**src/source/sm83_isa_pkg.sv**
```systemverilog
`default_nettype none

package sm83_isa_pkg;

  // Two views of one opcode byte
  typedef struct packed {
    logic [1:0] x;
    logic [2:0] y;
    logic [2:0] z;
  } opcode_xyz_t;

  typedef struct packed {
    logic [1:0] x;
    logic [1:0] p;
    logic       q;
    logic [2:0] z;
  } opcode_xpqz_t;

  typedef union packed {
    opcode_xyz_t  xyz;
    opcode_xpqz_t xpqz;
  } opcode_u;

  // HL_MEM selects the byte at (HL), not a register
  typedef enum logic [2:0] {
    B      = 3'd0,
    C      = 3'd1,
    D      = 3'd2,
    E      = 3'd3,
    H      = 3'd4,
    L      = 3'd5,
    HL_MEM = 3'd6,
    A      = 3'd7
  } reg_idx_e;

  typedef enum logic [1:0] {
    BC = 2'd0,
    DE = 2'd1,
    HL = 2'd2,
    SP = 2'd3
  } pair_idx_e;

  typedef enum logic [3:0] {
    NOP, LD_R_R, LD_R_N, LD_R_HL, LD_HL_R, LD_HL_N,
    LD_RR_NN, INC_R, DEC_R, INC_RR, DEC_RR
  } op_class_e;

  typedef enum logic [1:0] {
    FETCH, OPERAND, MEMORY, EXECUTE
  } phase_e;

endpackage

`default_nettype wire

```
**src/source/sm83_bus_pkg.sv**
```systemverilog
`default_nettype none

package sm83_bus_pkg;

  typedef logic [15:0] addr_t;
  typedef logic [7:0]  data_t;

  // Clocks per M-cycle
  localparam int T_STATES = 4;

  typedef logic [1:0] tstate_t;

  localparam addr_t RESET_PC_DEFAULT = 16'h0100;

endpackage

`default_nettype wire

```
**src/source/regfile_if.sv**
```systemverilog
`default_nettype none

interface regfile_if ();

  sm83_isa_pkg::reg_idx_e  rd_sel_a;
  sm83_isa_pkg::reg_idx_e  rd_sel_b;
  sm83_bus_pkg::data_t     rd_data_a;
  sm83_bus_pkg::data_t     rd_data_b;
  sm83_bus_pkg::addr_t     hl;

  logic                    wr_en;
  sm83_isa_pkg::reg_idx_e  wr_sel;
  sm83_bus_pkg::data_t     wr_data;

  logic                    pair_wr_en;
  sm83_isa_pkg::pair_idx_e pair_sel;
  sm83_bus_pkg::addr_t     pair_wr_data;

  modport execute (
    output rd_sel_a, rd_sel_b, wr_en, wr_sel, wr_data, pair_wr_en, pair_sel, pair_wr_data,
    input  rd_data_a, rd_data_b, hl
  );

  modport regs (
    input  rd_sel_a, rd_sel_b, wr_en, wr_sel, wr_data, pair_wr_en, pair_sel, pair_wr_data,
    output rd_data_a, rd_data_b, hl
  );

endinterface

`default_nettype wire

```
**src/source/instr_sequencer.sv**
```systemverilog
`default_nettype none

module instr_sequencer #(
  parameter sm83_bus_pkg::addr_t RESET_PC = sm83_bus_pkg::RESET_PC_DEFAULT
) (
  input  wire logic                    i_clk,
  input  wire logic                    i_rst,
  input  wire sm83_bus_pkg::data_t     i_mem_rd_data,
  output sm83_isa_pkg::phase_e         o_phase,
  output sm83_bus_pkg::tstate_t        o_t_state,
  output sm83_isa_pkg::opcode_u        o_opcode,
  output sm83_isa_pkg::op_class_e      o_op_class,
  output sm83_bus_pkg::data_t          o_imm,
  output sm83_bus_pkg::addr_t          o_imm16,
  output sm83_bus_pkg::addr_t          o_fetch_addr
);

  localparam sm83_bus_pkg::tstate_t LAST_T = sm83_bus_pkg::tstate_t'(sm83_bus_pkg::T_STATES - 1);

  sm83_bus_pkg::tstate_t   t_state_q;
  sm83_isa_pkg::phase_e    phase_q;
  sm83_isa_pkg::phase_e    phase_d;
  sm83_isa_pkg::opcode_u   opcode_q;
  sm83_isa_pkg::opcode_u   fetched;
  sm83_isa_pkg::op_class_e op_class_q;
  sm83_isa_pkg::op_class_e decoded_class;
  sm83_bus_pkg::addr_t     pc_q;
  sm83_bus_pkg::data_t     imm_lo_q;
  sm83_bus_pkg::data_t     imm_hi_q;
  logic                    operand_idx_q;
  logic                    last_t;

  //////////////////////////////////////////////////////////////////////
  // Decode

  function automatic sm83_isa_pkg::op_class_e decode_class(sm83_isa_pkg::opcode_u op);
    sm83_isa_pkg::op_class_e cls;
    logic pair_is_sp;
    logic y_is_mem;
    logic z_is_mem;
    cls = sm83_isa_pkg::NOP;
    pair_is_sp = (op.xyz.y[2:1] == 2'b11);
    y_is_mem = (op.xyz.y == sm83_isa_pkg::HL_MEM);
    z_is_mem = (op.xyz.z == sm83_isa_pkg::HL_MEM);
    if (op.xyz.x == 2'd0) begin
      case (op.xyz.z)
        3'd1: if (!op.xyz.y[0] && !pair_is_sp) cls = sm83_isa_pkg::LD_RR_NN;
        3'd3: if (!pair_is_sp) cls = op.xyz.y[0] ? sm83_isa_pkg::DEC_RR : sm83_isa_pkg::INC_RR;
        3'd4: if (!y_is_mem) cls = sm83_isa_pkg::INC_R;
        3'd5: if (!y_is_mem) cls = sm83_isa_pkg::DEC_R;
        3'd6: cls = y_is_mem ? sm83_isa_pkg::LD_HL_N : sm83_isa_pkg::LD_R_N;
        default: ;
      endcase
    end else if (op.xyz.x == 2'd1) begin
      // 0x76 is HALT, not part of this core
      if (y_is_mem && z_is_mem) cls = sm83_isa_pkg::NOP;
      else if (z_is_mem) cls = sm83_isa_pkg::LD_R_HL;
      else if (y_is_mem) cls = sm83_isa_pkg::LD_HL_R;
      else cls = sm83_isa_pkg::LD_R_R;
    end
    return cls;
  endfunction

  function automatic logic [1:0] operand_count(sm83_isa_pkg::op_class_e cls);
    case (cls)
      sm83_isa_pkg::LD_R_N, sm83_isa_pkg::LD_HL_N: return 2'd1;
      sm83_isa_pkg::LD_RR_NN: return 2'd2;
      default: return 2'd0;
    endcase
  endfunction

  function automatic logic needs_memory(sm83_isa_pkg::op_class_e cls);
    return cls inside {sm83_isa_pkg::LD_R_HL, sm83_isa_pkg::LD_HL_R, sm83_isa_pkg::LD_HL_N};
  endfunction

  function automatic logic needs_execute(sm83_isa_pkg::op_class_e cls);
    return cls inside {sm83_isa_pkg::LD_R_R, sm83_isa_pkg::LD_R_N, sm83_isa_pkg::LD_R_HL,
                       sm83_isa_pkg::LD_RR_NN, sm83_isa_pkg::INC_R, sm83_isa_pkg::DEC_R,
                       sm83_isa_pkg::INC_RR, sm83_isa_pkg::DEC_RR};
  endfunction

  // Phase that follows the last operand byte
  function automatic sm83_isa_pkg::phase_e after_operands(sm83_isa_pkg::op_class_e cls);
    if (needs_memory(cls)) return sm83_isa_pkg::MEMORY;
    else if (needs_execute(cls)) return sm83_isa_pkg::EXECUTE;
    else return sm83_isa_pkg::FETCH;
  endfunction

  assign fetched = i_mem_rd_data;
  assign decoded_class = decode_class(fetched);
  assign last_t = (t_state_q == LAST_T);

  //////////////////////////////////////////////////////////////////////
  // Phase sequencing

  always_comb begin
    phase_d = phase_q;
    if (last_t) begin
      case (phase_q)
        sm83_isa_pkg::FETCH: begin
          if (operand_count(decoded_class) != 2'd0) phase_d = sm83_isa_pkg::OPERAND;
          else phase_d = after_operands(decoded_class);
        end
        sm83_isa_pkg::OPERAND: begin
          if (!operand_idx_q && operand_count(op_class_q) == 2'd2) begin
            phase_d = sm83_isa_pkg::OPERAND;
          end else begin
            phase_d = after_operands(op_class_q);
          end
        end
        sm83_isa_pkg::MEMORY: begin
          phase_d = needs_execute(op_class_q) ? sm83_isa_pkg::EXECUTE : sm83_isa_pkg::FETCH;
        end
        default: phase_d = sm83_isa_pkg::FETCH;
      endcase
    end
  end

  always_ff @(posedge i_clk, posedge i_rst) begin
    if (i_rst) begin
      t_state_q     <= '0;
      phase_q       <= sm83_isa_pkg::FETCH;
      opcode_q      <= '0;
      op_class_q    <= sm83_isa_pkg::NOP;
      pc_q          <= RESET_PC;
      operand_idx_q <= 1'b0;
    end else begin
      t_state_q <= last_t ? '0 : t_state_q + 1'b1;
      phase_q   <= phase_d;
      if (last_t && phase_q == sm83_isa_pkg::FETCH) begin
        opcode_q      <= fetched;
        op_class_q    <= decoded_class;
        operand_idx_q <= 1'b0;
        pc_q          <= pc_q + 16'd1;
      end else if (last_t && phase_q == sm83_isa_pkg::OPERAND) begin
        operand_idx_q <= 1'b1;
        pc_q          <= pc_q + 16'd1;
      end
    end
  end

  // Operands arrive low byte first; the (HL) read byte reuses the low slot
  always_ff @(posedge i_clk) begin
    if (last_t && phase_q == sm83_isa_pkg::OPERAND) begin
      if (!operand_idx_q) imm_lo_q <= i_mem_rd_data;
      else imm_hi_q <= i_mem_rd_data;
    end else if (last_t && phase_q == sm83_isa_pkg::MEMORY &&
                 op_class_q == sm83_isa_pkg::LD_R_HL) begin
      imm_lo_q <= i_mem_rd_data;
    end
  end

  assign o_phase      = phase_q;
  assign o_t_state    = t_state_q;
  assign o_opcode     = opcode_q;
  assign o_op_class   = op_class_q;
  assign o_imm        = imm_lo_q;
  assign o_imm16      = {imm_hi_q, imm_lo_q};
  assign o_fetch_addr = pc_q;

  a_memory_only_for_hl: assert property (@(posedge i_clk) disable iff (i_rst)
    (phase_q == sm83_isa_pkg::MEMORY) |-> needs_memory(op_class_q));

  a_tstate_wrap: assert property (@(posedge i_clk) disable iff (i_rst)
    (t_state_q != LAST_T) |=> (t_state_q != '0));

endmodule

`default_nettype wire

```
**src/source/register_file.sv**
```systemverilog
`default_nettype none

module register_file (
  input wire logic i_clk,
  input wire logic i_rst,
  regfile_if.regs  io_rf
);

  sm83_bus_pkg::data_t reg_b;
  sm83_bus_pkg::data_t reg_c;
  sm83_bus_pkg::data_t reg_d;
  sm83_bus_pkg::data_t reg_e;
  sm83_bus_pkg::data_t reg_h;
  sm83_bus_pkg::data_t reg_l;
  sm83_bus_pkg::data_t reg_a;

  // Byte view in reg_idx_e order with zero in the HL_MEM slot
  logic [7:0][7:0]     read_view;

  assign read_view       = {reg_a, 8'h00, reg_l, reg_h, reg_e, reg_d, reg_c, reg_b};
  assign io_rf.rd_data_a = read_view[io_rf.rd_sel_a];
  assign io_rf.rd_data_b = read_view[io_rf.rd_sel_b];
  assign io_rf.hl        = {reg_h, reg_l};

  always_ff @(posedge i_clk, posedge i_rst) begin
    if (i_rst) begin
      reg_b <= '0;
      reg_c <= '0;
      reg_d <= '0;
      reg_e <= '0;
      reg_h <= '0;
      reg_l <= '0;
      reg_a <= '0;
    end else if (io_rf.wr_en) begin
      case (io_rf.wr_sel)
        sm83_isa_pkg::B: reg_b <= io_rf.wr_data;
        sm83_isa_pkg::C: reg_c <= io_rf.wr_data;
        sm83_isa_pkg::D: reg_d <= io_rf.wr_data;
        sm83_isa_pkg::E: reg_e <= io_rf.wr_data;
        sm83_isa_pkg::H: reg_h <= io_rf.wr_data;
        sm83_isa_pkg::L: reg_l <= io_rf.wr_data;
        sm83_isa_pkg::A: reg_a <= io_rf.wr_data;
        default: ;
      endcase
    end else if (io_rf.pair_wr_en) begin
      // SP lives outside this core
      case (io_rf.pair_sel)
        sm83_isa_pkg::BC: {reg_b, reg_c} <= io_rf.pair_wr_data;
        sm83_isa_pkg::DE: {reg_d, reg_e} <= io_rf.pair_wr_data;
        sm83_isa_pkg::HL: {reg_h, reg_l} <= io_rf.pair_wr_data;
        default: ;
      endcase
    end
  end

  a_no_mem_target: assert property (@(posedge i_clk) disable iff (i_rst)
    io_rf.wr_en |-> (io_rf.wr_sel != sm83_isa_pkg::HL_MEM));

  a_one_write_port: assert property (@(posedge i_clk) disable iff (i_rst)
    !(io_rf.wr_en && io_rf.pair_wr_en));

endmodule

`default_nettype wire

```
**src/source/execute_unit.sv**
```systemverilog
`default_nettype none

module execute_unit (
  input  wire logic                    i_clk,
  input  wire logic                    i_rst,
  input  wire sm83_isa_pkg::phase_e    i_phase,
  input  wire sm83_bus_pkg::tstate_t   i_t_state,
  input  wire sm83_isa_pkg::opcode_u   i_opcode,
  input  wire sm83_isa_pkg::op_class_e i_op_class,
  input  wire sm83_bus_pkg::data_t     i_imm,
  input  wire sm83_bus_pkg::addr_t     i_imm16,
  input  wire sm83_bus_pkg::addr_t     i_fetch_addr,
  regfile_if.execute                   io_rf,
  output sm83_bus_pkg::addr_t          o_mem_rd_addr,
  output logic                         o_mem_wr_en,
  output sm83_bus_pkg::addr_t          o_mem_wr_addr,
  output sm83_bus_pkg::data_t          o_mem_wr_data
);

  localparam sm83_bus_pkg::tstate_t LAST_T = sm83_bus_pkg::tstate_t'(sm83_bus_pkg::T_STATES - 1);

  sm83_bus_pkg::data_t byte_result;
  sm83_bus_pkg::addr_t pair_result;
  sm83_bus_pkg::addr_t pair_value;
  logic                commit;
  logic                is_byte_write;
  logic                is_pair_write;
  logic                is_store;

  //////////////////////////////////////////////////////////////////////
  // Register selection

  // Pair p reads its high byte on port a and low byte on port b
  always_comb begin
    case (i_op_class)
      sm83_isa_pkg::INC_R, sm83_isa_pkg::DEC_R:
        io_rf.rd_sel_a = sm83_isa_pkg::reg_idx_e'(i_opcode.xyz.y);
      sm83_isa_pkg::INC_RR, sm83_isa_pkg::DEC_RR:
        io_rf.rd_sel_a = sm83_isa_pkg::reg_idx_e'({i_opcode.xpqz.p, 1'b0});
      default:
        io_rf.rd_sel_a = sm83_isa_pkg::reg_idx_e'(i_opcode.xyz.z);
    endcase
  end

  assign io_rf.rd_sel_b = sm83_isa_pkg::reg_idx_e'({i_opcode.xpqz.p, 1'b1});
  assign pair_value     = {io_rf.rd_data_a, io_rf.rd_data_b};

  //////////////////////////////////////////////////////////////////////
  // Results and writeback

  always_comb begin
    byte_result = io_rf.rd_data_a;
    pair_result = i_imm16;
    case (i_op_class)
      sm83_isa_pkg::LD_R_N:  byte_result = i_imm;
      sm83_isa_pkg::LD_R_HL: byte_result = i_imm;
      sm83_isa_pkg::INC_R:   byte_result = io_rf.rd_data_a + 8'd1;
      sm83_isa_pkg::DEC_R:   byte_result = io_rf.rd_data_a - 8'd1;
      sm83_isa_pkg::INC_RR:  pair_result = pair_value + 16'd1;
      sm83_isa_pkg::DEC_RR:  pair_result = pair_value - 16'd1;
      default: ;
    endcase
  end

  assign is_byte_write = i_op_class inside {sm83_isa_pkg::LD_R_R, sm83_isa_pkg::LD_R_N,
                                            sm83_isa_pkg::LD_R_HL, sm83_isa_pkg::INC_R,
                                            sm83_isa_pkg::DEC_R};
  assign is_pair_write = i_op_class inside {sm83_isa_pkg::LD_RR_NN, sm83_isa_pkg::INC_RR,
                                            sm83_isa_pkg::DEC_RR};
  assign is_store      = i_op_class inside {sm83_isa_pkg::LD_HL_R, sm83_isa_pkg::LD_HL_N};

  assign commit = (i_phase == sm83_isa_pkg::EXECUTE) && (i_t_state == LAST_T);

  assign io_rf.wr_en        = commit && is_byte_write;
  assign io_rf.wr_sel       = sm83_isa_pkg::reg_idx_e'(i_opcode.xyz.y);
  assign io_rf.wr_data      = byte_result;
  assign io_rf.pair_wr_en   = commit && is_pair_write;
  assign io_rf.pair_sel     = sm83_isa_pkg::pair_idx_e'(i_opcode.xpqz.p);
  assign io_rf.pair_wr_data = pair_result;

  //////////////////////////////////////////////////////////////////////
  // Memory port

  assign o_mem_rd_addr = (i_phase == sm83_isa_pkg::MEMORY) ? io_rf.hl : i_fetch_addr;

  // Registered at T0 so the strobe sits in T1
  always_ff @(posedge i_clk, posedge i_rst) begin
    if (i_rst) begin
      o_mem_wr_en <= 1'b0;
    end else begin
      o_mem_wr_en <= is_store && (i_phase == sm83_isa_pkg::MEMORY) && (i_t_state == '0);
    end
  end

  always_ff @(posedge i_clk) begin
    if (is_store && i_phase == sm83_isa_pkg::MEMORY && i_t_state == '0) begin
      o_mem_wr_addr <= io_rf.hl;
      o_mem_wr_data <= (i_op_class == sm83_isa_pkg::LD_HL_N) ? i_imm : io_rf.rd_data_a;
    end
  end

  a_single_write_strobe: assert property (@(posedge i_clk) disable iff (i_rst)
    o_mem_wr_en |=> !o_mem_wr_en);

endmodule

`default_nettype wire

```
**src/source/sm83_core.sv**
```systemverilog
`default_nettype none

module sm83_core #(
  parameter sm83_bus_pkg::addr_t RESET_PC = sm83_bus_pkg::RESET_PC_DEFAULT
) (
  input  wire logic                i_clk,
  input  wire logic                i_rst,
  input  wire sm83_bus_pkg::data_t i_mem_rd_data,
  output sm83_bus_pkg::addr_t      o_mem_rd_addr,
  output logic                     o_mem_wr_en,
  output sm83_bus_pkg::addr_t      o_mem_wr_addr,
  output sm83_bus_pkg::data_t      o_mem_wr_data
);

  sm83_isa_pkg::phase_e    phase;
  sm83_bus_pkg::tstate_t   t_state;
  sm83_isa_pkg::opcode_u   opcode;
  sm83_isa_pkg::op_class_e op_class;
  sm83_bus_pkg::data_t     imm;
  sm83_bus_pkg::addr_t     imm16;
  sm83_bus_pkg::addr_t     fetch_addr;

  regfile_if rf_if ();

  instr_sequencer #(
    .RESET_PC(RESET_PC)
  ) u_instr_sequencer (
    .i_clk        (i_clk),
    .i_rst        (i_rst),
    .i_mem_rd_data(i_mem_rd_data),
    .o_phase      (phase),
    .o_t_state    (t_state),
    .o_opcode     (opcode),
    .o_op_class   (op_class),
    .o_imm        (imm),
    .o_imm16      (imm16),
    .o_fetch_addr (fetch_addr)
  );

  register_file u_register_file (
    .i_clk(i_clk),
    .i_rst(i_rst),
    .io_rf(rf_if.regs)
  );

  execute_unit u_execute_unit (
    .i_clk        (i_clk),
    .i_rst        (i_rst),
    .i_phase      (phase),
    .i_t_state    (t_state),
    .i_opcode     (opcode),
    .i_op_class   (op_class),
    .i_imm        (imm),
    .i_imm16      (imm16),
    .i_fetch_addr (fetch_addr),
    .io_rf        (rf_if.execute),
    .o_mem_rd_addr(o_mem_rd_addr),
    .o_mem_wr_en  (o_mem_wr_en),
    .o_mem_wr_addr(o_mem_wr_addr),
    .o_mem_wr_data(o_mem_wr_data)
  );

endmodule

`default_nettype wire

```
**config.mk**
```make
export PLATFORM = sky130hd
export DESIGN_NAME = sm83_core
export DESIGN_NICKNAME = d
export VERILOG_FILES = /design/src/source/sm83_isa_pkg.sv /design/src/source/sm83_bus_pkg.sv /design/src/source/regfile_if.sv /design/src/source/instr_sequencer.sv /design/src/source/register_file.sv /design/src/source/execute_unit.sv /design/src/source/sm83_core.sv
export SDC_FILE = /design/constraint.sdc
export NUM_CORES = 1
export LEC_CHECK = 0
export BUFFER_PORTS_ARGS = -buffer_cell sky130_fd_sc_hd__buf_2
export CAP_MARGIN = 20
export CORE_MARGIN = 2
export CORE_UTILIZATION = 55
export CTS_CLUSTER_DIAMETER = 50
export DETAILED_ROUTE_END_ITERATION = 12
export GPL_TIMING_DRIVEN = 0
export PLACE_DENSITY = 0.81
export SLEW_MARGIN = 20
export SYNTH_ARGS = -nofsm -noshare
export SYNTH_HDL_FRONTEND = slang
export SYNTH_SLANG_ARGS = --single-unit
```
**constraint.sdc**
```tcl
create_clock -name i_clk -period 5.4 [get_ports i_clk]
set_clock_uncertainty 0.05 [all_clocks]
set_input_delay 0.27 -clock i_clk [delete_from_list [all_inputs] [get_ports i_clk]]
set_output_delay 0.27 -clock i_clk [all_outputs]
set_load 0.03 [all_outputs]
```
* Word-level counts from Yosys, hierarchy flattened
Cells that the tools add are included.
** Word-level totals
- Flip-flop bits (word level) :: 128
- Input bits :: 10
** Cells by class
- $add $sub $neg :: 6
- Order comparisons :: 2
- Equal/unequal tests :: 48
- Muxes and demuxes :: 66
- Reduce and logical (&&, ||, !) cells :: 48
** Operators with widths (count)
- two-way mux 8 bit :: 30
- two-way mux 16 bit :: 3
- adder 16 x 1 -> 16 bit, second input constant :: 2
- equality test 4 x 3 -> 1 bit, second input constant :: 8
- one-hot mux 16 bit (2 select lines) :: 1
- binary-select mux 8 bit (select 3 bit) :: 1
- equality test 4 bit, second input constant :: 6
- two-way mux 2 bit :: 12
- two-way mux 4 bit :: 6
- one-hot mux 8 bit (3 select lines) :: 1
- equality test 3 bit, second input constant :: 7
- one-hot mux 4 bit (5 select lines) :: 1
- AND reduction 3 bit :: 6
- binary-select mux 8 bit (select 2 bit) :: 1
- equality test 4 x 2 -> 1 bit, second input constant :: 4
- nonzero test 2 bit :: 8
- nonzero test 8 bit :: 2
- subtractor 16 x 1 -> 16 bit, second input constant :: 1
- equality test 2 bit, second input constant :: 6
- logical AND 1 bit :: 12
- two-way mux 3 bit :: 4
- inequality test 2 x 1 -> 1 bit, second input constant :: 6
- OR reduction 2 bit :: 5
- equality test 3 x 2 -> 1 bit, second input constant :: 3
- other kinds (18) :: 34

* Longest topological paths before layout
Gate-level depths: netlist of run 1.
- Word-level depth :: 14
- Gate-level depth with buffers :: 20
- Depth with buffers taken out :: 18

* Cells and area by module
A second synthesis of run 1 with hierarchy kept.
** Unflattened totals
- Cell total of the unflattened synthesis :: 843
- Area total of the unflattened synthesis :: 8533.2 um2
** By module, submodules not included
- register_file :: instances 1, cells each 353, area an instance 3732.3 um2, sequential area each 1401.3 um2
- execute_unit :: instances 1, cells each 299, area an instance 2508.7 um2, sequential area each 745.7 um2
- instr_sequencer :: instances 1, cells each 191, area an instance 2292.2 um2, sequential area each 1307.5 um2

* Worst setup path after synthesis of run 1
Ideal clock, no wire load.
- Kind :: flip-flop to flip-flop
- From :: register u_instr_sequencer.opcode_q, in the netlist u_instr_sequencer.o_opcode[5]
- To :: register u_register_file.reg_h[5]
- Library setup time :: 125 ps
- Arrival time :: 3966 ps
- Data required time :: 5225 ps
- Slack :: 1260 ps
- Stages on the path, launching flop included :: 14
- Buffers on the path :: 2
- Period minus slack after synthesis :: 4140 ps
- Cell sequence :: dfrtp_1 > clkbuf_1 > buf_1 > mux4_2 > ha_1 > or4_1 > a2111o_1 > o311ai_1 > o21ai_1 > a311oi_1 > xnor2_1 > a21oi_1 > a31oi_1 > mux2_2
** On the way
- Word-level cells in the longest chain between the ends :: 8
- Elaborated cells between the ends (all ways) :: 20
- Classes of those cells :: add/sub (4); eq/ne (3); mux (11); reduce/logical (2)
** Ends and longest elaborated chain
- start: declaration :: RTL line instr_sequencer.sv:23 : sm83_isa_pkg::opcode_u opcode_q;
- start signal: assignment :: RTL line instr_sequencer.sv:131 : opcode_q <= fetched;
- one-hot mux 3 bit (2 select lines) :: RTL line execute_unit.sv:35 : case (i_op_class)
- binary-select mux 8 bit (select 3 bit) :: RTL line register_file.sv:21 : assign io_rf.rd_data_a = read_view[io_rf.rd_sel_a];
- two-way mux 8 bit (implied by the code) :: RTL line register_file.sv:21
- subtractor 16 x 1 -> 16 bit / adder 16 x 1 -> 16 bit (equally long branches) :: RTL line execute_unit.sv:60, execute_unit.sv:59
- one-hot mux 16 bit (2 select lines) :: RTL line execute_unit.sv:54 : case (i_op_class)
- two-way mux 8 bit :: RTL line register_file.sv:47 : case (io_rf.pair_sel)
- two-way mux 8 bit :: RTL line register_file.sv:45 : end else if (io_rf.pair_wr_en) begin
- two-way mux 8 bit :: RTL line register_file.sv:34 : end else if (io_rf.wr_en) begin
- end signal: assignment :: RTL line register_file.sv:40 : sm83_isa_pkg::H: reg_h <= io_rf.wr_data;
- end signal: assignment :: RTL line register_file.sv:50 : sm83_isa_pkg::HL: {reg_h, reg_l} <= io_rf.pair_wr_data;
- end: declaration :: RTL line register_file.sv:13 : sm83_bus_pkg::data_t reg_h;
Several ways; a longest one is shown, not always the timed one. The select of a mux whose other input is x is not followed.
A chain may end at the register's enable or synchronous reset.

* Worst setup path in the final report of run 1
- From :: register u_instr_sequencer.op_class_q[3] (netlist: u_instr_sequencer.o_op_class[3])
- To :: register u_register_file.reg_h[6]
** On the way
- Word-level cells in the longest chain between the ends :: 10
- Elaborated cells between the ends (all ways) :: 32
- Classes of those cells :: add/sub (4); eq/ne (9); mux (9); reduce/logical (10)
** Ends and longest elaborated chain
- start: declaration :: RTL line instr_sequencer.sv:25 : sm83_isa_pkg::op_class_e op_class_q;
- start signal: assignment :: RTL line instr_sequencer.sv:124 : op_class_q <= sm83_isa_pkg::NOP;
- start signal: assignment :: RTL line instr_sequencer.sv:132 : op_class_q <= decoded_class;
- equality test 4 bit, or another cell as far along :: RTL line execute_unit.sv:35, execute_unit.sv:54, execute_unit.sv:68
- OR reduction 2 bit :: RTL line execute_unit.sv:35
- one-hot mux 3 bit (2 select lines) :: RTL line execute_unit.sv:35
- binary-select mux 8 bit (select 3 bit) :: RTL line register_file.sv:21
- two-way mux 8 bit (implied by the code) :: RTL line register_file.sv:21
- subtractor 16 x 1 -> 16 bit / adder 16 x 1 -> 16 bit (equally long branches) :: RTL line execute_unit.sv:60, execute_unit.sv:59
- one-hot mux 16 bit (2 select lines) :: RTL line execute_unit.sv:54
- two-way mux 8 bit :: RTL line register_file.sv:47
- two-way mux 8 bit :: RTL line register_file.sv:45
- two-way mux 8 bit :: RTL line register_file.sv:34
Several ways; a longest one is shown, not always the timed one. The select of a mux whose other input is x is not followed.

==> results of run 1 <==
-- state kept, by name, indices dropped and copies added (netlist names) --
| signal | count |
|---|---|
| u_execute_unit.o_mem_wr_addr | 16 |
| u_execute_unit.o_mem_wr_data | 8 |
| u_execute_unit.o_mem_wr_en | 1 |
| u_instr_sequencer.imm_hi_q | 8 |
| u_instr_sequencer.o_fetch_addr | 16 |
| u_instr_sequencer.o_imm | 8 |
| u_instr_sequencer.o_op_class | 4 |
| u_instr_sequencer.o_opcode | 6 |
| u_instr_sequencer.o_phase | 2 |
| u_instr_sequencer.o_t_state | 2 |
| u_instr_sequencer.operand_idx_q | 1 |
| u_register_file.reg_a | 8 |
| u_register_file.reg_b | 8 |
| u_register_file.reg_c | 8 |
| u_register_file.reg_d | 8 |
| u_register_file.reg_e | 8 |
| u_register_file.reg_h | 8 |
| u_register_file.reg_l | 8 |
-- final cells by class --
class | count | area [µm²] | area share [%]
plain buffers | 36 | 146 | 1.63
inverters | 22 | 85.1 | 0.949
clock buffers | 23 | 489 | 5.46
repair buffers | 59 | 352 | 3.92
well taps | 180 | 225 | 2.51
clock inverters | 9 | 178 | 1.98
multi-input cells | 611 | 4080 | 45.5
flip-flops and latches | 128 | 3400 | 38.0
-- where the power goes --
part,switching (mW),internal [mW],leakage (nW)
logic,0.868,0.516,2.06
clock network,0.435,0.870,0.316
registers,0.132,1.14,1.58
-- through the flow --
| stage | hold slack (ps) | instances | utilization, % | instance area [µm²] | power (mW) |
|---|---|---|---|---|---|
| global placement | 392 | 1027 | 59.4 | 8180 | 2.59 |
| floorplan | 319 | 797 | - | 7710 | 2.27 |
| detailed placement | 237 | 1030 | 59.8 | 8240 | 2.63 |
| global route | 49.9 | 1068 | 65.1 | 8960 | 4.15 |
| finish | 46.0 | 1068 | 65.1 | 8960 | 3.96 |
| CTS | 33.7 | 1066 | 64.9 | 8940 | 3.94 |
-- cells in the mapped netlist (5+ instances only) --
cell / instances
nand2_1: 149
dfrtp_1: 87
nor2_1: 62
a21oi_1: 47
o21ai_0: 46
edfxtp_1: 40
clkbuf_1: 26
o21ai_1: 26
ha_1: 23
mux2_2: 23
inv_1: 19
xnor2_1: 19
mux4_2: 16
nor3_1: 15
a31oi_1: 12
nand2b_1: 12
nor2b_1: 12
xor2_1: 12
a221oi_1: 9
o211ai_1: 8
mux2i_1: 7
nand3_1: 7
and3_1: 6
o31ai_1: 6
or2_2: 6
a21o_1: 5
buf_1: 5
nand4_1: 5
-- critical path, cell delays in order, from the launching register on --
cell and delay, ps:
dfrtp_1 460, nand4b_2 410, o211ai_1 260, nand2_1 360, nor2_1 470, a221oi_1 160, nor2_2 400, inv_1 120
fa_1 420, nor2b_1 200, o21ai_0 140, a21boi_0 280, o21ai_0 150, nor3b_1 160, o31ai_1 400, a211oi_1 130
a21oi_1 300, mux2_2 220
-- worst paths after layout --
check	startpoint	end	slack, ps	cells after the start
worst min-delay path	i_mem_rd_data[4]	u_instr_sequencer.imm_hi_q[4]	50	1
worst max register to register	u_instr_sequencer.o_op_class[3]	u_register_file.reg_h[6]	260	17
max in group asynchronous	i_rst	u_register_file.reg_h[1]	4340	4
min in group asynchronous	i_rst	u_instr_sequencer.o_fetch_addr[6]	330	3
worst max-delay path	u_instr_sequencer.o_op_class[3]	u_register_file.reg_h[6]	260	17
worst min register to register	u_instr_sequencer.o_t_state[0]	u_instr_sequencer.o_t_state[0]	410	1
-- layer usage --
metal / track usage, % / vias to the layer above / part of all wire, % / wire [µm]
met2: 46.9 / 246 / 48 / 10000
met1: 39.8 / 3211 / 44 / 9160
met5: 0 / - / 0 / 0
met4: 12.1 / 0 / 2.9 / 617
li1: - / 3063 / - / -
met3: 5.99 / 59 / 5.9 / 1240
-- placed cells by master, fill, tap and decap left out, types with 4 or more instances in the layout --
| cell type | instances |
|---|---|
| and2_1 | 4 |
| edfxtp_1 | 40 |
| xnor2_1 | 19 |
| clkbuf_16 | 18 |
| nor3_1 | 14 |
| inv_1 | 18 |
| a31oi_1 | 12 |
| nand4_1 | 5 |
| or2_2 | 6 |
| clkbuf_1 | 29 |
| xor2_1 | 12 |
| nand3_1 | 7 |
| buf_4 | 5 |
| nand2b_1 | 12 |
| bufinv_16 | 5 |
| o31ai_1 | 6 |
| and3_1 | 6 |
| dlygate4sd3_1 | 4 |
| mux2i_1 | 7 |
| o211ai_1 | 8 |
| ha_1 | 23 |
| dfrtp_1 | 87 |
| o21a_1 | 4 |
| buf_1 | 5 |
| o21ai_0 | 46 |
| a221oi_1 | 9 |
| a21o_1 | 5 |
| a21oi_1 | 47 |
| nor2_1 | 61 |
| nand2_1 | 149 |
| o22ai_1 | 4 |
| buf_2 | 53 |
| mux4_2 | 16 |
| mux2_2 | 23 |
| nor2b_1 | 12 |
| o21ai_1 | 26 |
-- kinds of logic (layout without fill, tap and decap cells) --
| group | Yosys count | after routing |
|---|---|---|
| buffers and inverters | 58 | 149 |
| xor gates and xnor gates | 31 | 31 |
| and+or+nand+nor | 296 | 296 |
| AOI/OAI and AO/OA | 208 | 208 |
| muxes | 51 | 51 |
| DFF | 128 | 128 |
| adders and majority gates | 25 | 25 |
-- timing repair --
| action | CTS | global route |
|---|---|---|
| hold endpoints to repair | 32 | 0 |
| gates resized for setup | 0 | 1 |
| endpoints found under the setup margin | 0 | 6 |
| hold buffers | 4 | 0 |
| setup buffers | 0 | 2 |
==> run summary, run 1 <==
DR vias -> 6,579
Worst Setup Start Kind -> flip-flop
Fillers -> 1,106
Synth Area in XOR/XNOR -> 3.52%
Leakage -> 3.96 nW
Worst Path Arrival -> 5460 ps
Mux share of post-synthesis cell area -> 9.85%
Post-synthesis compound-gate area fraction -> 17.6%
Antenna violations before repair -> 0
Final period util -> 95.3%
HP Class -> in -> reg
Crit path max fanout -> 10
Die Ht -> 122 µm
First-pass GRT wire length -> 33,400 µm
Adder-Cell Fraction of Synth Area -> 4.25%
Power Density -> 442 nW/µm²
Worst slew margin -> 28.5%
Core box area -> 13,800 µm²
Fmax -> 194 MHz
Synth-to-layout area growth -> 16.3%
Largest family of logic cells by synthesized area -> compound AO/OA/AOI/OAI gates
# nets final -> 910
Grt total ovfl -> 0
Die area -> 15,000 µm²
Worst slack at placement -> 129 ps
Tmin final -> 5140 ps
Synth area leader -> dfrtp_1
Unrepaired setup endpoints after global routing -> false
Final estimated routing congestion in global placement -> 1.01
Maximum vdd drop -> 513 µV
I/O pin cnt -> 51
Area contributors post-synth -> dfrtp_1, edfxtp_1, nand2_1
Syn Area/Cell -> 9.67 µm²
Root Buffer -> clkbuf_16
DRT Pass-1 Iters -> 5
H-tree levels -> 4
Vias per std cell -> 6.16
Post-synthesis sequential area ratio -> 44.2%
Initial DRC count -> 619
Post-Syn Nets -> 832
Vias in the first global route -> 6,258
GRT Total Usage -> 29.5%
Routed Antenna Nets -> 0
Share of layout cells above drive strength 1 -> 17.6%
Reg clk slew, reported paths -> 60 ps
Initial Utilization -> 56.0%
Post-synth EDFFs -> 40
Post-DP HPWL -> 15,400 µm
Max_cap viols -> 0
Worst-skew pair later-pin latency -> 430 ps
Post-Route WL -> 21,000 µm
Ys async rst share -> 68.8%
Largest net degree at the start of global routing -> 61
Setup TNS -> 0 ps
CTS Buffer Depth -> 2
Yosys cell types -> 78
Final hold violations -> 0
Die Width -> 122 µm
Site row count -> 43
Post-Syn Instances -> 797
PortBufs -> 50
Synthesized area -> 7710 µm²
Synth Area in Simple Gates -> 17.6%
Drt drc -> 0
Yosys top cell area share -> 28.2%
Final Worst Setup Slack -> 255 ps
Worst Tran Pin Value -> 1070 ps
Max Slew Vio Count -> 0
Antenna cells -> 0
Critical Path Sink Type -> flip-flop
Worst setup path class -> reg -> reg
Synth Register Bits -> 128
Drt wl/cell -> 19.7 µm
Most common flop cell mapped by yosys -> dfrtp_1
Endpoints failing setup -> 0
Status -> finished clean
TritonCTS clock tree -> built
Syn. warnings -> 0
Worst path required time -> 5720 ps
Total CTS buffers -> 17
Num Clock Sinks -> 128
(Power assumes the default switching activity.)
==> inputs of run 2 (changes only) <==
--- a/config.mk
+++ b/config.mk
@@ -7,10 +7,12 @@
 export LEC_CHECK = 0
-export BUFFER_PORTS_ARGS = -buffer_cell sky130_fd_sc_hd__buf_2
 export CAP_MARGIN = 20
+export CELL_PAD_IN_SITES_DETAIL_PLACEMENT = 0
+export CELL_PAD_IN_SITES_GLOBAL_PLACEMENT = 1
 export CORE_MARGIN = 2
-export CORE_UTILIZATION = 55
+export CORE_UTILIZATION = 50
 export CTS_CLUSTER_DIAMETER = 50
 export DETAILED_ROUTE_END_ITERATION = 12
+export DONT_BUFFER_PORTS = 1
 export GPL_TIMING_DRIVEN = 0
-export PLACE_DENSITY = 0.81
+export PLACE_DENSITY = 0.88
 export SLEW_MARGIN = 20
==> constraint.sdc (replaced) <==
create_clock -name i_clk -period 5.4 [get_ports i_clk]
set_clock_uncertainty 0.05 [all_clocks]
set_input_delay 0.54 -clock i_clk [delete_from_list [all_inputs] [get_ports i_clk]]
set_output_delay 0.54 -clock i_clk [all_outputs]
set_load 0.03 [all_outputs]
==> run summary, run 2 (synthesized netlist as in run 1, its figures left out) <==
Flop pwr share -> 34.5% (+2.4 points)
Worst Tran Pin Value -> 1080 ps (+8.19 ps)
TritonCTS clock tree -> built
Clock Power Share -> 29.1% (-3.8 points)
Final estimated routing congestion in global placement -> 0.988 (-2.5%)
Internal Power -> 2.26 mW (-11%)
Switching share of power -> 39.5% (+3.3 points)
H-tree levels -> 4 (unchanged)
Synth-to-layout area growth -> 11.5%
Worst-skew pair later-pin latency -> 430 ps (about the same)
Worst slack at placement -> 115 ps (-13.8 ps)
Largest net degree at the start of global routing -> 50 (-18%)
Crit path max fanout -> 10 (unchanged)
DRT Pass-1 Iters -> 7 (+2)
Leakage -> 3.67 nW (-7.4%)
# nets final -> 858 (-5.7%)
Post-DP HPWL -> 16,400 µm (+6.9%)
Part of the power in combinational logic -> 36.4% (+1.5 points)
CTS Buffer Depth -> 2 (unchanged)
HP Class -> in -> reg
Hold path startpoint -> i_mem_rd_data[5]
Antenna cells -> 0 (unchanged)
Reg clk slew, reported paths -> 60 ps (about the same)
Placed insts -> 988 (-4.1%)
PortBufs -> 0 (-100%)
Post-Route WL -> 21,700 µm (+3.3%)
Commonest non-fill, non-tap cell in the layout -> nand2_1
Final Worst Setup Slack -> 215 ps (-40.7 ps)
Status -> finished clean
Die Width -> 128 µm (+4.7%)
Initial DRC count -> 552 (-11%)
Maximum vdd drop -> 346 µV (-33%)
GRT Total Usage -> 27.4% (-2.1 points)
Max Slew Vio Count -> 0 (unchanged)
Worst Setup Start Kind -> flip-flop
Endpoints failing setup -> 0 (unchanged)
Drt drc -> 0 (unchanged)
Die Ht -> 128 µm (+4.7%)
Final period util -> 96.0% (+0.75 points)
Total CTS buffers -> 17 (unchanged)
Share of layout cells above drive strength 1 -> 13.4% (-4.2 points)
Commonest cells after routing, fill and taps aside -> nand2_1, dfrtp_1, nor2_1
Reg2reg start -> u_instr_sequencer.o_op_class[3]
Vias in the first global route -> 6,169 (-1.4%)
Fillers -> 1,311 (+19%)
DR vias -> 6,374 (-3.1%)
Num Clock Sinks -> 128 (unchanged)
I/O pin cnt -> 51 (unchanged)
Fmax -> 193 MHz (-0.79%)
Routed Antenna Nets -> 0 (unchanged)
Core box area -> 15,100 µm² (+10%)
Tmin final -> 5190 ps (+40.7 ps)
Worst Path Arrival -> 5500 ps (+40 ps)
Vias per std cell -> 6.22 (+1.0%)
Final hold violations -> 0 (unchanged)
Max_cap viols -> 0 (unchanged)
Worst setup path class -> reg -> reg
Worst slew margin -> 28.0% (-0.55 points)
Total power -> 3.73 mW (-5.9%)
Root Buffer -> clkbuf_16
CP Launch Point -> u_instr_sequencer.o_op_class[3]
Die area -> 16,400 µm² (+9.7%)
Power Density -> 434 nW/µm² (-1.8%)
Grt total ovfl -> 0 (unchanged)
Worst path required time -> 5710 ps (about the same)
Cell Count, Final, Fillers Out -> 1,024 (-4.1%)
Initial Utilization -> 50.9% (-5.1 points)
First-pass GRT wire length -> 34,100 µm (+2.1%)
Antenna violations before repair -> 0 (unchanged)
Critical Path Sink Type -> flip-flop
Drt wl/cell -> 21.2 µm (+7.7%)
Site row count -> 45 (+4.7%)
R2R Setup Slk -> 210 ps (-40 ps)
Net switching power -> 1.48 mW (+2.8%)
-- run 2: changes by cell type in the layout (fill, tap and decap cells not counted), sizes merged --
| cell | delta |
|---|---|
| clkinv | +3 |
| clkinvlp | +1 |
| bufinv | -5 |
| dlygate4sd3 | -3 |
| buf | -49 |
| clkbuf | -4 |
| inv | +5 |
-- run 2: cell type report --
class                   instances  area [µm²]  share of cell area, %
well taps                     188         235                   2.74
repair buffers                  7        75.1                  0.874
clock buffers                  19         454                   5.29
multi-input cells             611        4090                   47.6
plain buffers                  36         146                   1.70
flip-flops and latches        128        3400                   39.6
inverters                      22        85.1                  0.990
clock inverters                13         101                   1.18
-- run 2: worst paths after layout --
kind / cells past startpoint / end
worst max register to register: 17 / u_register_file.reg_d[6]
worst min-delay path: 0 / u_instr_sequencer.imm_hi_q[5]
max in group asynchronous: 3 / u_instr_sequencer.o_fetch_addr[8]
worst min register to register: 1 / u_instr_sequencer.o_t_state[0]
min in group asynchronous: 2 / u_register_file.reg_l[2]
worst max-delay path: 17 / u_register_file.reg_d[6]
-- run 2: repair_timing --
item	in CTS	in global routing
buffers inserted	0	3
gates resized for setup	0	2
setup endpoints to repair	0	6
hold buffers	1	0
hold endpoints to repair	39	0
-- run 2: through the flow --
stage / setup TNS [ps] / utilization, % / hold slack (ps) / cell area, µm²
after floorplan: 0 / - / 374 / 7710
after global placement: 0 / 52.4 / 389 / 7940
after detailed placement: 0 / 52.8 / 406 / 7990
after CTS: 0 / 56.5 / 149 / 8560
after global routing: -4.31 / 56.7 / 142 / 8590
final: 0 / 56.7 / 158 / 8590
-- run 2: layer usage --
metal  global-route usage [%]  vias to the layer above  share of wire [%]
met5                        0                        -                  0
li1                         -                     2954                  -
met4                     12.0                        0                3.2
met1                     36.3                     3135                 43
met2                     43.7                      230                 47
met3                     6.05                       55                6.2
-- run 2: critical path: stages (launching register included) --
cell and delay (ps):
dfrtp_1 460, nand4b_2 420, o211ai_1 260, nand2_1 370, nor2_1 510, a221oi_1 170
nor2_2 380, inv_1 110, fa_1 460, nor2b_1 170, o21ai_0 110, a21boi_0 240
o21ai_0 140, nor3b_1 160, o31ai_1 430, a211oi_1 120, a21oi_1 340, mux2_2 220
-- run 2: power by group through the flow --
| stage | clock, mW | sequential [mW] | combinational (mW) |
|---|---|---|---|
| floorplan | 0 | 1.25 | 1.02 |
| global placement | 0 | 1.29 | 1.29 |
| detailed placement | 0 | 1.30 | 1.32 |
| CTS | 1.09 | 1.28 | 1.33 |
| global route | 1.14 | 1.30 | 1.48 |
| finish | 1.09 | 1.29 | 1.36 |
==> inputs of run 3 (changes only) <==
ABC_CLOCK_PERIOD_IN_PS = 5400   (was unset)
BUFFER_PORTS_ARGS = -buffer_cell sky130_fd_sc_hd__buf_2   (was unset)
CORE_UTILIZATION = 48   (was 50)
DONT_BUFFER_PORTS = unset   (was 1)
==> run summary, run 3 (synthesized netlist as in run 1, its figures left out) <==
Status -> finished clean
Post-Route WL -> 21,300 µm (-2.1%)
Post-DP HPWL -> 16,000 µm (-2.8%)
Critical Path Sink Type -> flip-flop
Die Ht -> 131 µm (+2.0%)
Leakage -> 3.95 nW (+7.8%)
Commonest non-fill, non-tap cell in the layout -> nand2_1
H-tree levels -> 4 (unchanged)
DRT Pass-1 Iters -> 5 (-2)
Max_cap viols -> 0 (unchanged)
Endpoints failing setup -> 0 (unchanged)
Initial Utilization -> 48.9% (-2.0 points)
Multi-input logic area -> 4090 µm² (unchanged)
Drt drc -> 0 (unchanged)
Power Density -> 439 nW/µm² (+1.1%)
Antenna cells -> 0 (unchanged)
RR Endpoint -> u_register_file.reg_d[5]
# nets final -> 907 (+5.7%)
Final estimated routing congestion in global placement -> 0.971 (-1.8%)
DR vias -> 6,408 (+0.53%)
Maximum vdd drop -> 265 µV (-23%)
Grt total ovfl -> 0 (unchanged)
Worst Setup Start Kind -> flip-flop
Worst-skew pair later-pin latency -> 430 ps (about the same)
Register area -> 3400 µm² (unchanged)
CTS Buffer Depth -> 2 (unchanged)
Placed insts -> 1,066 (+7.9%)
Tmin final -> 5070 ps (-115 ps)
Drt wl/cell -> 19.3 µm (-8.9%)
Core box area -> 15,800 µm² (+4.1%)
R2R Setup Slk -> 330 ps (+110 ps)
Initial DRC count -> 495 (-10%)
Num Clock Sinks -> 128 (unchanged)
Setup TNS -> 0 ps (unchanged)
Switching share of power -> 37.8% (-1.7 points)
Die area -> 17,100 µm² (+4.0%)
Commonest cells after routing, fill and taps aside -> nand2_1, dfrtp_1, nor2_1
Worst setup path class -> reg -> reg
Final period util -> 93.9% (-2.1 points)
I/O pin cnt -> 51 (unchanged)
Synth-to-layout area growth -> 16.2%
Worst path required time -> 5720 ps (about the same)
Worst Tran Pin Value -> 1070 ps (-13.3 ps)
Clock Power Share -> 32.6% (+3.5 points)
Worst Path Arrival -> 5390 ps (-110 ps)
HP Class -> in -> async
Site row count -> 46 (+2.2%)
Final hold violations -> 0 (unchanged)
Share of layout cells above drive strength 1 -> 18.4% (+5.0 points)
Die Width -> 131 µm (+2.0%)
Part of the power in combinational logic -> 35.0% (-1.4 points)
Antenna violations before repair -> 0 (unchanged)
Vias per std cell -> 5.82 (-6.5%)
Fillers -> 1,404 (+7.1%)
First-pass GRT wire length -> 33,400 µm (-2.0%)
Worst slew margin -> 28.8% (+0.89 points)
Internal Power -> 2.45 mW (+8.4%)
Hold Buf Count CTS -> 0 (-1)
Total CTS buffers -> 17 (unchanged)
GRT Total Usage -> 26.2% (-1.2 points)
Unrepaired setup endpoints after global routing -> false
Fmax -> 197 MHz (+2.3%)
Cell Count, Final, Fillers Out -> 1,101 (+7.5%)
PortBufs -> 50 (+50)
Max Slew Vio Count -> 0 (unchanged)
Crit path max fanout -> 10 (unchanged)
Reg clk slew, reported paths -> 60 ps (about the same)
Largest net degree at the start of global routing -> 59 (+18%)
Routed Antenna Nets -> 0 (unchanged)
Flop pwr share -> 32.3% (-2.2 points)
WHS -> 62.8 ps (-95.3 ps)
Net switching power -> 1.49 mW (+0.88%)
Vias in the first global route -> 6,075 (-1.5%)
Reg2reg start -> u_instr_sequencer.o_opcode[5]
Root Buffer -> clkbuf_16
Cell count of the worst reg-to-reg path -> 12 (-5)
TritonCTS clock tree -> built
-- run 3: worst max-delay path by stage --
stage,startpoint,endpoint,slack (ps),cells after the start
floorplan,u_instr_sequencer.o_opcode[5],u_register_file.reg_h[5],1260,13
global placement,u_instr_sequencer.o_op_class[1],u_register_file.reg_h[6],280,19
detailed placement,u_instr_sequencer.o_op_class[1],u_register_file.reg_b[6],250,19
CTS,u_instr_sequencer.o_op_class[1],u_register_file.reg_b[6],220,19
global route,u_instr_sequencer.o_op_class[3],u_register_file.reg_h[6],5,17
finish,u_instr_sequencer.o_opcode[5],u_register_file.reg_d[5],330,12
-- run 3: power by group through the flow --
stage | Clock (mW) | Sequential [mW] | Combinational [mW]
after floorplan | 0 | 1.25 | 1.02
final | 1.28 | 1.27 | 1.38
after global routing | 1.33 | 1.29 | 1.51
after CTS | 1.30 | 1.27 | 1.35
after detailed placement | 0 | 1.28 | 1.35
after global placement | 0 | 1.28 | 1.33
-- run 3: worst max-delay path, stage by stage, from the launching register on --
cell and delay, ps:
dfrtp_1 400, clkbuf_1 340, buf_1 630, mux4_2 640, ha_1 260, or4_1 550, o311ai_1 670, o21ai_1 240
a311oi_1 370, xnor2_1 180, a21oi_1 110, a31oi_1 340, mux2_2 230
-- run 3: final cells by class --
cell class	count	area share [%]
multi-input combinational	611	45.7
sequential	128	38.0
clock buffer	17	4.75
timing repair buffer	56	3.52
tap	216	3.02
clock inverter	15	2.46
buffer	36	1.63
inverter	22	0.950
-- run 3: per-layer routing --
metal / track usage (%) / wire length, µm / vias to the layer above
met4: 10.7 / 667 / 0
met2: 41.5 / 10100 / 191
met5: 0 / 0 / -
met1: 36.0 / 9430 / 3119
li1: - / - / 3053
met3: 4.52 / 1070 / 45
-- run 3: per-stage QoR --
stage	cell area, µm²	power [mW]	utilization [%]	setup WS [ps]
after global routing	8960	4.12	56.8	4.85
after global placement	8230	2.61	52.2	284
after detailed placement	8280	2.63	52.5	253
final	8960	3.93	56.8	330
after floorplan	7710	2.27	-	1260
after CTS	8920	3.92	56.6	222
-- run 3: timing repair --
item / 4_1_cts / 5_1_grt
gates resized for setup: 0 / 2
setup endpoints to repair: 0 / 6
buffers inserted: 0 / 3
